`src/hw/id_macros.svh`:
```
// Instruction decode stage widths and constants
// Shared by the package and the RTL blocks

`ifndef ID_MACROS_SVH
`define ID_MACROS_SVH

// Instruction and data word
`define ID_XLEN 32

// Register file index
`define ID_REG_AW 5

// Immediate field of an I-type word
`define ID_IMM_W 16

// Sequential PC increment
`define ID_PC_STEP 4

// JAL writes the return address here
`define ID_LINK_REG 31

`endif

```
`src/hw/id_pkg.sv`:
```
// Types for the MIPS instruction decode stage
// Opcode and funct encodings, ALU operation, immediate kind, field and
// control bundles

`include "id_macros.svh"

package id_pkg;

    typedef logic [`ID_XLEN-1:0]   word_t;
    typedef logic [`ID_REG_AW-1:0] reg_addr_t;

    ////////////////////////////////////////
    // Encodings
    ////////////////////////////////////////

    // Major opcode, bits 31:26
    typedef enum logic [5:0] {
        OP_SPECIAL = 6'h00,
        OP_J       = 6'h02,
        OP_JAL     = 6'h03,
        OP_BEQ     = 6'h04,
        OP_BNE     = 6'h05,
        OP_ADDI    = 6'h08,
        OP_ADDIU   = 6'h09,
        OP_SLTI    = 6'h0A,
        OP_SLTIU   = 6'h0B,
        OP_ANDI    = 6'h0C,
        OP_ORI     = 6'h0D,
        OP_XORI    = 6'h0E,
        OP_LUI     = 6'h0F,
        OP_LW      = 6'h23,
        OP_SW      = 6'h2B
    } opcode_e;

    // Funct field under SPECIAL, bits 5:0
    typedef enum logic [5:0] {
        FN_SLL  = 6'h00,
        FN_SRL  = 6'h02,
        FN_SRA  = 6'h03,
        FN_JR   = 6'h08,
        FN_JALR = 6'h09,
        FN_ADD  = 6'h20,
        FN_ADDU = 6'h21,
        FN_SUB  = 6'h22,
        FN_SUBU = 6'h23,
        FN_AND  = 6'h24,
        FN_OR   = 6'h25,
        FN_XOR  = 6'h26,
        FN_NOR  = 6'h27,
        FN_SLT  = 6'h2A,
        FN_SLTU = 6'h2B
    } funct_e;

    // NOP must stay zero, illegal and idle bundles rely on it
    typedef enum logic [3:0] {
        ALU_NOP, ALU_ADD, ALU_SUB, ALU_AND, ALU_OR, ALU_XOR, ALU_NOR,
        ALU_SLT, ALU_SLTU, ALU_SLL, ALU_SRL, ALU_SRA, ALU_LUI
    } alu_op_e;

    // Sign extension is the zero value
    typedef enum logic [1:0] {
        IMM_SIGN, IMM_ZERO, IMM_UPPER
    } imm_kind_e;

    ////////////////////////////////////////
    // Bundles
    ////////////////////////////////////////

    // Low half seen as R-type fields
    typedef struct packed {
        reg_addr_t rd;
        logic [4:0] shamt;
        logic [5:0] funct;
    } r_low_t;

    // Same 16 bits, R-type view or immediate view
    typedef union packed {
        r_low_t                r;
        logic [`ID_IMM_W-1:0] imm;
    } inst_low_t;

    // Whole instruction word, MIPS bit order
    typedef struct packed {
        logic [5:0] opcode;
        reg_addr_t  rs;
        reg_addr_t  rt;
        inst_low_t  low;
    } inst_fields_t;

    // Control for EX, MEM and WB
    typedef struct packed {
        alu_op_e   alu_op;
        imm_kind_e imm_kind;
        logic      alu_src;
        logic      reg_write;
        reg_addr_t wr_addr;
        logic      mem_read;
        logic      mem_write;
        logic      branch;
        logic      jump;
        logic      illegal;
    } id_ctrl_t;

endpackage

```
`src/hw/id_ctrl_decode.sv`:
```
// Control decoder for the decode stage
// Opcode and funct to the EX, MEM and WB control bundle, enables gated by valid

`timescale 1ns/1ps
`include "id_macros.svh"

module id_ctrl_decode (
    input  logic                 valid,
    input  id_pkg::inst_fields_t fields,
    output id_pkg::id_ctrl_t     ctrl
);
    import id_pkg::*;

    id_ctrl_t dec;

    ////////////////////////////////////////
    // Opcode and funct decode
    ////////////////////////////////////////
    always_comb begin
        // Idle bundle: NOP, sign kind, nothing enabled
        dec = '0;

        case (fields.opcode)
            OP_SPECIAL: begin
                // R-type writes rd
                dec.reg_write = 1'b1;
                dec.wr_addr   = fields.low.r.rd;
                case (fields.low.r.funct)
                    FN_ADD, FN_ADDU: dec.alu_op = ALU_ADD;
                    FN_SUB, FN_SUBU: dec.alu_op = ALU_SUB;
                    FN_AND:          dec.alu_op = ALU_AND;
                    FN_OR:           dec.alu_op = ALU_OR;
                    FN_XOR:          dec.alu_op = ALU_XOR;
                    FN_NOR:          dec.alu_op = ALU_NOR;
                    FN_SLT:          dec.alu_op = ALU_SLT;
                    FN_SLTU:         dec.alu_op = ALU_SLTU;
                    FN_SLL:          dec.alu_op = ALU_SLL;
                    FN_SRL:          dec.alu_op = ALU_SRL;
                    FN_SRA:          dec.alu_op = ALU_SRA;
                    // Link into rd
                    FN_JALR:         dec.jump = 1'b1;
                    FN_JR: begin
                        dec.jump      = 1'b1;
                        dec.reg_write = 1'b0;
                        dec.wr_addr   = '0;
                    end
                    default: begin
                        dec         = '0;
                        dec.illegal = 1'b1;
                    end
                endcase
            end

            // I-type ALU, result to rt
            OP_ADDI, OP_ADDIU, OP_SLTI, OP_SLTIU,
            OP_ANDI, OP_ORI, OP_XORI, OP_LUI: begin
                dec.alu_src   = 1'b1;
                dec.reg_write = 1'b1;
                dec.wr_addr   = fields.rt;
                case (fields.opcode)
                    OP_SLTI:  dec.alu_op = ALU_SLT;
                    OP_SLTIU: dec.alu_op = ALU_SLTU;
                    OP_ANDI:  dec.alu_op = ALU_AND;
                    OP_ORI:   dec.alu_op = ALU_OR;
                    OP_XORI:  dec.alu_op = ALU_XOR;
                    OP_LUI:   dec.alu_op = ALU_LUI;
                    default:  dec.alu_op = ALU_ADD;
                endcase
                // Logical immediates are unsigned
                if (fields.opcode inside {OP_ANDI, OP_ORI, OP_XORI})
                    dec.imm_kind = IMM_ZERO;
                else if (fields.opcode == OP_LUI)
                    dec.imm_kind = IMM_UPPER;
            end

            // Address is base plus offset
            OP_LW: begin
                dec.alu_op    = ALU_ADD;
                dec.alu_src   = 1'b1;
                dec.reg_write = 1'b1;
                dec.wr_addr   = fields.rt;
                dec.mem_read  = 1'b1;
            end
            OP_SW: begin
                dec.alu_op    = ALU_ADD;
                dec.alu_src   = 1'b1;
                dec.mem_write = 1'b1;
            end

            // Compare by subtraction
            OP_BEQ, OP_BNE: begin
                dec.alu_op = ALU_SUB;
                dec.branch = 1'b1;
            end

            OP_J: dec.jump = 1'b1;
            OP_JAL: begin
                dec.jump      = 1'b1;
                dec.reg_write = 1'b1;
                dec.wr_addr   = reg_addr_t'(`ID_LINK_REG);
            end

            default: dec.illegal = 1'b1;
        endcase
    end

    ////////////////////////////////////////
    // Validity gating
    ////////////////////////////////////////
    always_comb begin
        ctrl = dec;
        if (!valid) begin
            ctrl.reg_write = 1'b0;
            ctrl.mem_read  = 1'b0;
            ctrl.mem_write = 1'b0;
            ctrl.branch    = 1'b0;
            ctrl.jump      = 1'b0;
            ctrl.illegal   = 1'b0;
        end
    end

endmodule

```
`src/hw/id_field_latch.sv`:
```
// Decode stage input register
// Captures instruction and PC on the strobe and splits the word into fields

`timescale 1ns/1ps

module id_field_latch (
    input  logic                 clk,
    input  logic                 rstn,
    input  logic                 in_valid,
    input  id_pkg::word_t        instruction,
    input  id_pkg::word_t        pc,
    output logic                 out_valid,
    output id_pkg::inst_fields_t fields,
    output id_pkg::word_t        held_pc
);
    import id_pkg::*;

    word_t inst_q;
    word_t pc_q;

    // Strobe goes through one stage, payload held when idle
    always_ff @(posedge clk or negedge rstn) begin
        if (!rstn) begin
            out_valid <= 1'b0;
            inst_q    <= '0;
            pc_q      <= '0;
        end else begin
            out_valid <= in_valid;
            if (in_valid) begin
                inst_q <= instruction;
                pc_q   <= pc;
            end
        end
    end

    // MIPS field positions
    // imm overlays rd, shamt and funct
    always_comb begin
        fields.opcode      = inst_q[31:26];
        fields.rs          = inst_q[25:21];
        fields.rt          = inst_q[20:16];
        fields.low.r.rd    = inst_q[15:11];
        fields.low.r.shamt = inst_q[10:6];
        fields.low.r.funct = inst_q[5:0];
    end

    assign held_pc = pc_q;

endmodule

```
`src/hw/id_operand_gen.sv`:
```
// Operand generator for the decode stage
// Extends the 16-bit immediate by kind and forms the sequential PC

`timescale 1ns/1ps
`include "id_macros.svh"

module id_operand_gen (
    input  logic [`ID_IMM_W-1:0] imm,
    input  id_pkg::imm_kind_e    imm_kind,
    input  id_pkg::word_t        held_pc,
    output id_pkg::word_t        ext_imm,
    output id_pkg::word_t        pc_plus_4
);
    import id_pkg::*;

    localparam int unsigned PAD_W = `ID_XLEN - `ID_IMM_W;

    always_comb begin
        case (imm_kind)
            // ANDI, ORI, XORI
            IMM_ZERO:  ext_imm = {{PAD_W{1'b0}}, imm};
            // LUI, low half cleared
            IMM_UPPER: ext_imm = {imm, {PAD_W{1'b0}}};
            // Arithmetic, loads, stores, branches
            default:   ext_imm = {{PAD_W{imm[`ID_IMM_W-1]}}, imm};
        endcase
    end

    // Wraps past the top of the address space
    assign pc_plus_4 = held_pc + word_t'(`ID_PC_STEP);

endmodule

```
`src/hw/inst_decode.sv`:
```
// MIPS instruction decode stage, top level
// One cycle from strobe to fields, control bundle, immediate and PC plus four

`timescale 1ns/1ps

module inst_decode (
    input  logic                 clk,
    input  logic                 rstn,
    input  logic                 in_valid,
    input  id_pkg::word_t        instruction,
    input  id_pkg::word_t        pc,
    output logic                 out_valid,
    output id_pkg::inst_fields_t fields,
    output id_pkg::id_ctrl_t     ctrl,
    output id_pkg::word_t        ext_imm,
    output id_pkg::word_t        pc_plus_4
);
    import id_pkg::*;

    // PC of the instruction in decode
    word_t held_pc;

    // Only registered point of the stage
    id_field_latch u_latch (
        .clk         (clk),
        .rstn        (rstn),
        .in_valid    (in_valid),
        .instruction (instruction),
        .pc          (pc),
        .out_valid   (out_valid),
        .fields      (fields),
        .held_pc     (held_pc)
    );

    // Combinational from here on
    id_ctrl_decode u_ctrl (
        .valid  (out_valid),
        .fields (fields),
        .ctrl   (ctrl)
    );

    id_operand_gen u_opnd (
        .imm       (fields.low.imm),
        .imm_kind  (ctrl.imm_kind),
        .held_pc   (held_pc),
        .ext_imm   (ext_imm),
        .pc_plus_4 (pc_plus_4)
    );

endmodule

```
`config.mk`:
```
export PLATFORM = sky130hd
export DESIGN_NAME = inst_decode
export DESIGN_NICKNAME = d
export VERILOG_FILES = /design/src/hw/id_pkg.sv /design/src/hw/id_ctrl_decode.sv /design/src/hw/id_field_latch.sv /design/src/hw/id_operand_gen.sv /design/src/hw/inst_decode.sv
export VERILOG_INCLUDE_DIRS = /design/src /design/src/hw
export SDC_FILE = /design/constraint.sdc
export NUM_CORES = 1
export LEC_CHECK = 0
export BUFFER_PORTS_ARGS = -buffer_cell sky130_fd_sc_hd__buf_2
export CAP_MARGIN = 20
export CORE_ASPECT_RATIO = 0.8
export CORE_MARGIN = 2
export CORE_UTILIZATION = 50
export CTS_CLUSTER_SIZE = 12
export DETAILED_ROUTE_END_ITERATION = 12
export PLACE_DENSITY = 0.89
export SETUP_SLACK_MARGIN = 0.05
export SLEW_MARGIN = 0
export SYNTH_ARGS = -nofsm -noshare
export SYNTH_HDL_FRONTEND = slang
export SYNTH_SLANG_ARGS = --single-unit
```
`constraint.sdc`:
```
create_clock -name clk -period 8.1 [get_ports clk]
set_input_delay 1.215 -clock clk [delete_from_list [all_inputs] [get_ports clk]]
set_output_delay 1.215 -clock clk [all_outputs]
set_load 0.05 [all_outputs]
```
==> results.md, run 1 <==
* Status: completed
* H-tree Lvls at 3
* Port bufs at 181
* Final setup viols at 0
* Avg Cell Area, Syn at 10.34 um2
* CTS tree: built
* Synth unique cells at 52
* Primary flip-flop cell chosen by synthesis mapping: dfrtp_1
* Detailed-route wire length at 9815 um
* Cts bufs inserted at 9
* Syn Inst Count at 364
* Routed len/inst at 15.63 um
* Total Neg Setup Slack at 0 ps
* Die Y at 81.62 um
* Crit. End Element: output port
* Top post-synthesis cells by area: dfrtp_1 43%, mux2_2 17%, xnor2_1 4.9%, a21o_1 3.2%, nand2_1 2.8%
* Synthesized cell area at 3765 um2
* Drt via density at 5.382
* Seq pwr share at 0.376
* Combinational power share at 0.378
* Switching pwr at 0.4573 mW
* Final antenna diode count at 0
* Critical path data required time at 6880 ps
* RSZ-0062 raised after global routing: false
* Hold Crit Class: reg2reg
* First-pass GRT wire length at 15370 um
* GRT Residual Overflow at 0
* Slew margin rel. at 0.3007
* Tmin final at 4419 ps
* Switch share at 0.4249
* Antenna-violating nets left at 0
* Crit Path Max Fanout at 15
* Syn nets at 434
* Initial DRC count at 244
* CTS sink count at 65
* Clock Latency Late Sink at 320 ps
* CTS max path bufs at 2
* Initial antenna violation count at 0
* Pwr/cell area at 220.4 nW/um2
* Die ar. at 8244 um2
* Crit path kind: reg2out
* Worst Tran Pin Value at 1047 ps
* Layout Nets at 603
* Cts repair resizes at 0
* Iteration count of the initial detailed-routing pass at 4
* Seq/Total Area, Yosys at 0.4320
* GRT Util Overall at 0.2360
* Cell Rows at 28
* Clk slew on worst S/H paths at 70 ps
* Count of final hold-check violations at 0
* Number of synthesized flops with an enable pin at 0
* Vias in the first global route at 3214
* I/O Pins at 182
* Setup Buffers After CTS at 0
* Final core occ at 0.6638
* Synthesized flop and latch total at 65
* Pin count of the biggest net entering global routing at 72
* Dpl hpwl at 7187 um
* Max-slew violation count at 0
* Gpl congestion at 0.8318
* CP startpoint kind: register
* Peak supply drop at 159.3 uV
* Worst EP arrival at 3200 ps
* Die Span X at 101.0 um
* Clock share of power at 0.246
* # fillers at 589
* P_int at 0.6189 mW
* Syn-to-layout area delta at 29.71%
* Synth top area share at 0.4320
* Initial Utilization at 0.5117
* # hold bufs at CTS at 0
* Leak at 2.404 nW
* Post-synth ARST share at 1.000
* Tcrit/Tclk final at 0.5456
* Yosys top cell by area: dfrtp_1
* Core Box Area at 7357 um2
* Layout Skew at 0 ps
* # Max-Cap Violations at 0
* Max Clk Rate at 0.2263 GHz
* Layout cell share with drive strength beyond 1 at 0.4907
* Routed vias at 3380
* CTS root buffer: clkbuf_8
* Yosys warning count at 0
* DRC at 0
registers in the layout (all words and copies together), names as in the netlist:
name,count
u_latch.held_pc,32
u_latch.out_valid,1
u_latch.fields,32
cell families (layout without fill, tap and decap cells):
| kind of cell | after synthesis | in the layout | share of synthesized area |
|---|---|---|---|
| fa+ha+maj | 3 | 3 | 0.009971 |
| xor+xnor | 29 | 29 | 0.06747 |
| flops | 65 | 65 | 0.4320 |
| mux | 59 | 59 | 0.1761 |
| buf+inv | 34 | 208 | 0.03655 |
| compound gates | 54 | 54 | 0.09971 |
| simple gates | 120 | 120 | 0.1781 |
metal layers:
metal	up-vias	global-route usage	part of all wire
met2	119	0.3880	0.50
met1	1629	0.3089	0.43
li1	1624	-	-
met3	8	0.07319	0.057
met4	0	0.05541	0.0093
met5	-	0	0
metrics by stage:
step           cells  setup slack [ps]  area [um2]  hold slack (ps)  power, mW
2_1_floorplan    364              3649        3765            482.0     0.7159
3_3_place_gp     612              4261        4695            485.2     0.8060
3_5_place_dp     612              4101        4695            494.5     0.8170
4_1_cts          628              3717        4883            511.2      1.088
5_1_grt          628              3515        4883            539.1      1.136
6_report         628              3681        4883            503.0      1.076
worst max-delay path, cell delays in order, from the launching register on:
cell and delay (ps):
dfrtp_1 470, or2_1 330, or3_1 400, ha_1 350, nor2b_1 820, a21o_1 230
buf_2 260
final timing paths:
check / slack [ps] / cells past startpoint / endpoint / from
hold / removal: 500 / 1 / u_latch.fields[23] / u_latch.fields[23]
min in group asynchronous: 1060 / 2 / u_latch.fields[24] / rstn
setup reg to reg: 7070 / 1 / u_latch.fields[29] / u_latch.fields[29]
hold reg to reg: 500 / 1 / u_latch.fields[23] / u_latch.fields[23]
max in group asynchronous: 6480 / 2 / u_latch.held_pc[2] / rstn
setup / recovery: 3680 / 6 / ext_imm[16] / u_latch.fields[30]
synth_stat cells, drive strengths merged, types with 2 or more instances:
master	instances
nor3	7
nand2b	2
nor4b	2
nand3	14
o21a	3
xnor2	21
mux2	58
clkbuf	20
nand4	5
xor2	8
o2bb2ai	5
ha	3
buf	5
a21oi	10
and3	4
dfrtp	65
inv	9
a21o	16
nor2	24
nand2	29
nor4	4
nor2b	16
and4	5
o21ai	10
layout make-up:
| cell class | instances | area, um2 | share of cell area |
|---|---|---|---|
| clock buffers | 13 | 148.9 | 0.03049 |
| repair buffers | 183 | 920.9 | 0.1886 |
| well taps | 90 | 112.6 | 0.02306 |
| clock inverters | 3 | 40.04 | 0.008199 |
| flip-flops and latches | 65 | 1627 | 0.3331 |
| inverters | 9 | 33.78 | 0.006918 |
| multi-input cells | 265 | 2001 | 0.4097 |
power by group through the flow:
stage / logic, mW / clock network (mW) / registers [mW]
after floorplan: 0.268 / 0 / 0.448
after global placement: 0.400 / 0 / 0.406
after detailed placement: 0.407 / 0 / 0.410
after CTS: 0.408 / 0.276 / 0.404
after global routing: 0.429 / 0.295 / 0.411
final: 0.407 / 0.265 / 0.404
placed cells by master, fill, tap and decap left out, types with 2 or more instances in the layout:
| cell type | netlist | final |
|---|---|---|
| inv_1 | 9 | 9 |
| mux2_2 | 58 | 58 |
| dfrtp_1 | 65 | 65 |
| o2bb2ai_1 | 5 | 5 |
| nor2b_1 | 16 | 16 |
| clkinv_2 | 0 | 2 |
| a21o_1 | 16 | 16 |
| nand3_1 | 11 | 11 |
| nor2_1 | 24 | 24 |
| buf_4 | 2 | 2 |
| buf_2 | 2 | 181 |
| and3_1 | 4 | 4 |
| clkbuf_1 | 20 | 3 |
| nand3_2 | 3 | 3 |
| nand2_1 | 28 | 28 |
| o21a_1 | 3 | 3 |
| clkbuf_8 | 0 | 10 |
| o21ai_0 | 10 | 10 |
| and4_1 | 4 | 4 |
| nor3_1 | 5 | 5 |
| nor4b_1 | 2 | 2 |
| xor2_1 | 8 | 8 |
| nand2b_1 | 2 | 2 |
| nor3_2 | 2 | 2 |
| nand4_1 | 5 | 5 |
| a21oi_1 | 9 | 9 |
| xnor2_1 | 21 | 21 |
| ha_1 | 3 | 3 |
| nor4_1 | 2 | 2 |
No activity file was read; power rests on OpenSTA's default activity.
==> inputs of run 2 (changes only) <==
CORE_UTILIZATION = 47   (was 50)
PLACE_DENSITY = 0.84   (was 0.89)
clock period = 4.4 ns   (was 8.1 ns; I/O delays follow)
==> run 2 against run 1 <==
Sequential cell count did not move. Cell count rose by 3.0%. First-iteration DRC count fell by 13%. Non-clock buffer count increased by 1. Clock skew stayed put.
==> results.md, run 2 (synthesized netlist as in run 1, its figures left out) <==
* Status: completed
* Crit Path Max Fanout at 15 (unchanged)
* Placed instance count at 630 (+2.9%)
* Crit path kind: reg2out
* Max-slew violation count at 0 (unchanged)
* Critical path data required time at 3740 ps (-3140 ps)
* First-pass GRT wire length at 16200 um (+5.4%)
* GRT Residual Overflow at 0 (unchanged)
* Hold_ws at 108.0 ps (-394.9 ps)
* Crit path from: u_latch.fields[30]
* Die Y at 84.05 um (+3.0%)
* Slew margin rel. at 0.3162 (+0.01548)
* Port bufs at 181 (unchanged)
* Layout cell share with drive strength beyond 1 at 0.4972 (+0.006511)
* Initial Utilization at 0.4804 (-0.03137)
* Switch share at 0.4079 (-0.01700)
* RSZ-0062 raised after global routing: false
* # hold bufs at CTS at 0 (unchanged)
* Final core occ at 0.6354 (-0.02840)
* Count of final hold-check violations at 0 (unchanged)
* Max Clk Rate at 0.2609 GHz
* Critical R2R Launch: u_latch.fields[29]
* Crit. End Element: output port
* Setup Buffers After CTS at 0 (unchanged)
* Peak supply drop at 243.2 uV (+53%)
* Switching pwr at 0.8638 mW (+89%)
* Layout Nets at 604 (+0.17%)
* Placement Cell Area at 4717 um2 (+0.48%)
* Cell Rows at 29 (+3.6%)
* Hold Crit Class: in2async
* Die ar. at 8747 um2 (+6.1%)
* CTS max path bufs at 2 (unchanged)
* Worst slack, placed at 996.6 ps (-3104 ps)
* CTS sink count at 65 (unchanged)
* DRC at 0 (unchanged)
* Non-Filler Instances at 647 (+3.0%)
* Area used by multi-input combinational logic at 2001 um2 (unchanged)
* # fillers at 671 (+14%)
* Tcrit/Tclk final at 0.8710
* Routed len/inst at 15.51 um (-0.77%)
* Pwr/cell area at 425.2 nW/um2 (+93%)
* I/O Pins at 182 (unchanged)
* Antenna-violating nets left at 0 (unchanged)
* Total Neg Setup Slack at 0 ps (unchanged)
* Leak at 2.442 nW (+1.6%)
* Clk slew on worst S/H paths at 80 ps (about the same)
* Vias in the first global route at 3235 (+0.65%)
* Cts repair resizes at 0 (unchanged)
* Die Span X at 104.1 um (+3.0%)
* Combinational power share at 0.355 (-0.023)
* Seq pwr share at 0.351 (-0.025)
* Iteration count of the initial detailed-routing pass at 4 (unchanged)
* Final antenna diode count at 0 (unchanged)
* Reg2reg end: u_latch.fields[29]
* Detailed-route wire length at 10030 um (+2.2%)
* # Max-Cap Violations at 0 (unchanged)
* CTS tree: built
* CTS root buffer: clkbuf_8
* Reg area at 1627 um2 (unchanged)
* Worst setup margin at 567.6 ps (-3113 ps)
* Routed vias at 3394 (+0.41%)
* Syn-to-layout area delta at 32.27%
* Clock share of power at 0.294 (+0.048)
* Worst EP arrival at 3170 ps (-30 ps)
* Dpl hpwl at 7501 um (+4.4%)
* Worst-case reg-to-reg path depth at 1 (unchanged)
* Initial DRC count at 213 (-13%)
* P_int at 1.254 mW (+100%)
* Initial antenna violation count at 0 (unchanged)
* CP startpoint kind: register
* Final setup viols at 0 (unchanged)
* Gpl congestion at 0.8272 (-0.55%)
* Worst Tran Pin Value at 1026 ps (-21.07 ps)
* Most common cell after layout, fill and taps aside: buf_2
* Clock Latency Late Sink at 330 ps (about the same)
* Most frequent cells in the layout: 181 x buf_2, 65 x dfrtp_1, 58 x mux2_2
* H-tree Lvls at 3 (unchanged)
* Layout Skew at 0 ps (unchanged)
* Total power at 2.118 mW (+97%)
* Pin count of the biggest net entering global routing at 49 (-32%)
* Post-route design area at 4980 um2 (+2.0%)
* Drt via density at 5.246 (-2.5%)
* Core Box Area at 7838 um2 (+6.5%)
* GRT Util Overall at 0.2301 (-0.005987)
* Tmin final at 3832 ps
* Cts bufs inserted at 9 (unchanged)
* FF-to-FF setup slack at 3370 ps (-3700 ps)
run 2: changes by cell type in the layout (fill, tap and decap cells not counted), sizes merged:
cell / delta
buf: +1
bufinv: +2
clkbuf: -3
clkinv: +1
run 2: area by class of cell:
class                   instances  share of cell area
clock inverters                 6             0.02111
inverters                       9            0.006784
flip-flops and latches         65              0.3266
multi-input cells             265              0.4018
well taps                     108             0.02714
clock buffers                  10             0.02764
repair buffers                184              0.1889
run 2: power groups by stage:
stage	Clock [mW]	Combinational [mW]	Sequential [mW]
global placement	0	0.740	0.748
detailed placement	0	0.750	0.754
CTS	0.637	0.751	0.742
floorplan	0	0.494	0.824
finish	0.623	0.751	0.744
global route	0.663	0.787	0.756
run 2: layer usage:
metal,GRT usage,up-vias,routed length [um]
li1,-,1613,-
met1,0.2970,1624,4376
met2,0.3720,133,4795
met3,0.06323,24,643
met4,0.08354,0,218
met5,0,-,0
run 2: worst max path at each step:
stage,to
after floorplan,ext_imm[16]
after global placement,ext_imm[16]
after detailed placement,ext_imm[18]
after CTS,ext_imm[18]
after global routing,ext_imm[18]
final,ext_imm[17]
run 2: worst max-delay path: stages (launching register included):
cell and delay, ps:
dfrtp_1 480, or2_1 340, or3_1 410, ha_1 360
nor2b_1 750, a21o_1 240, buf_2 260
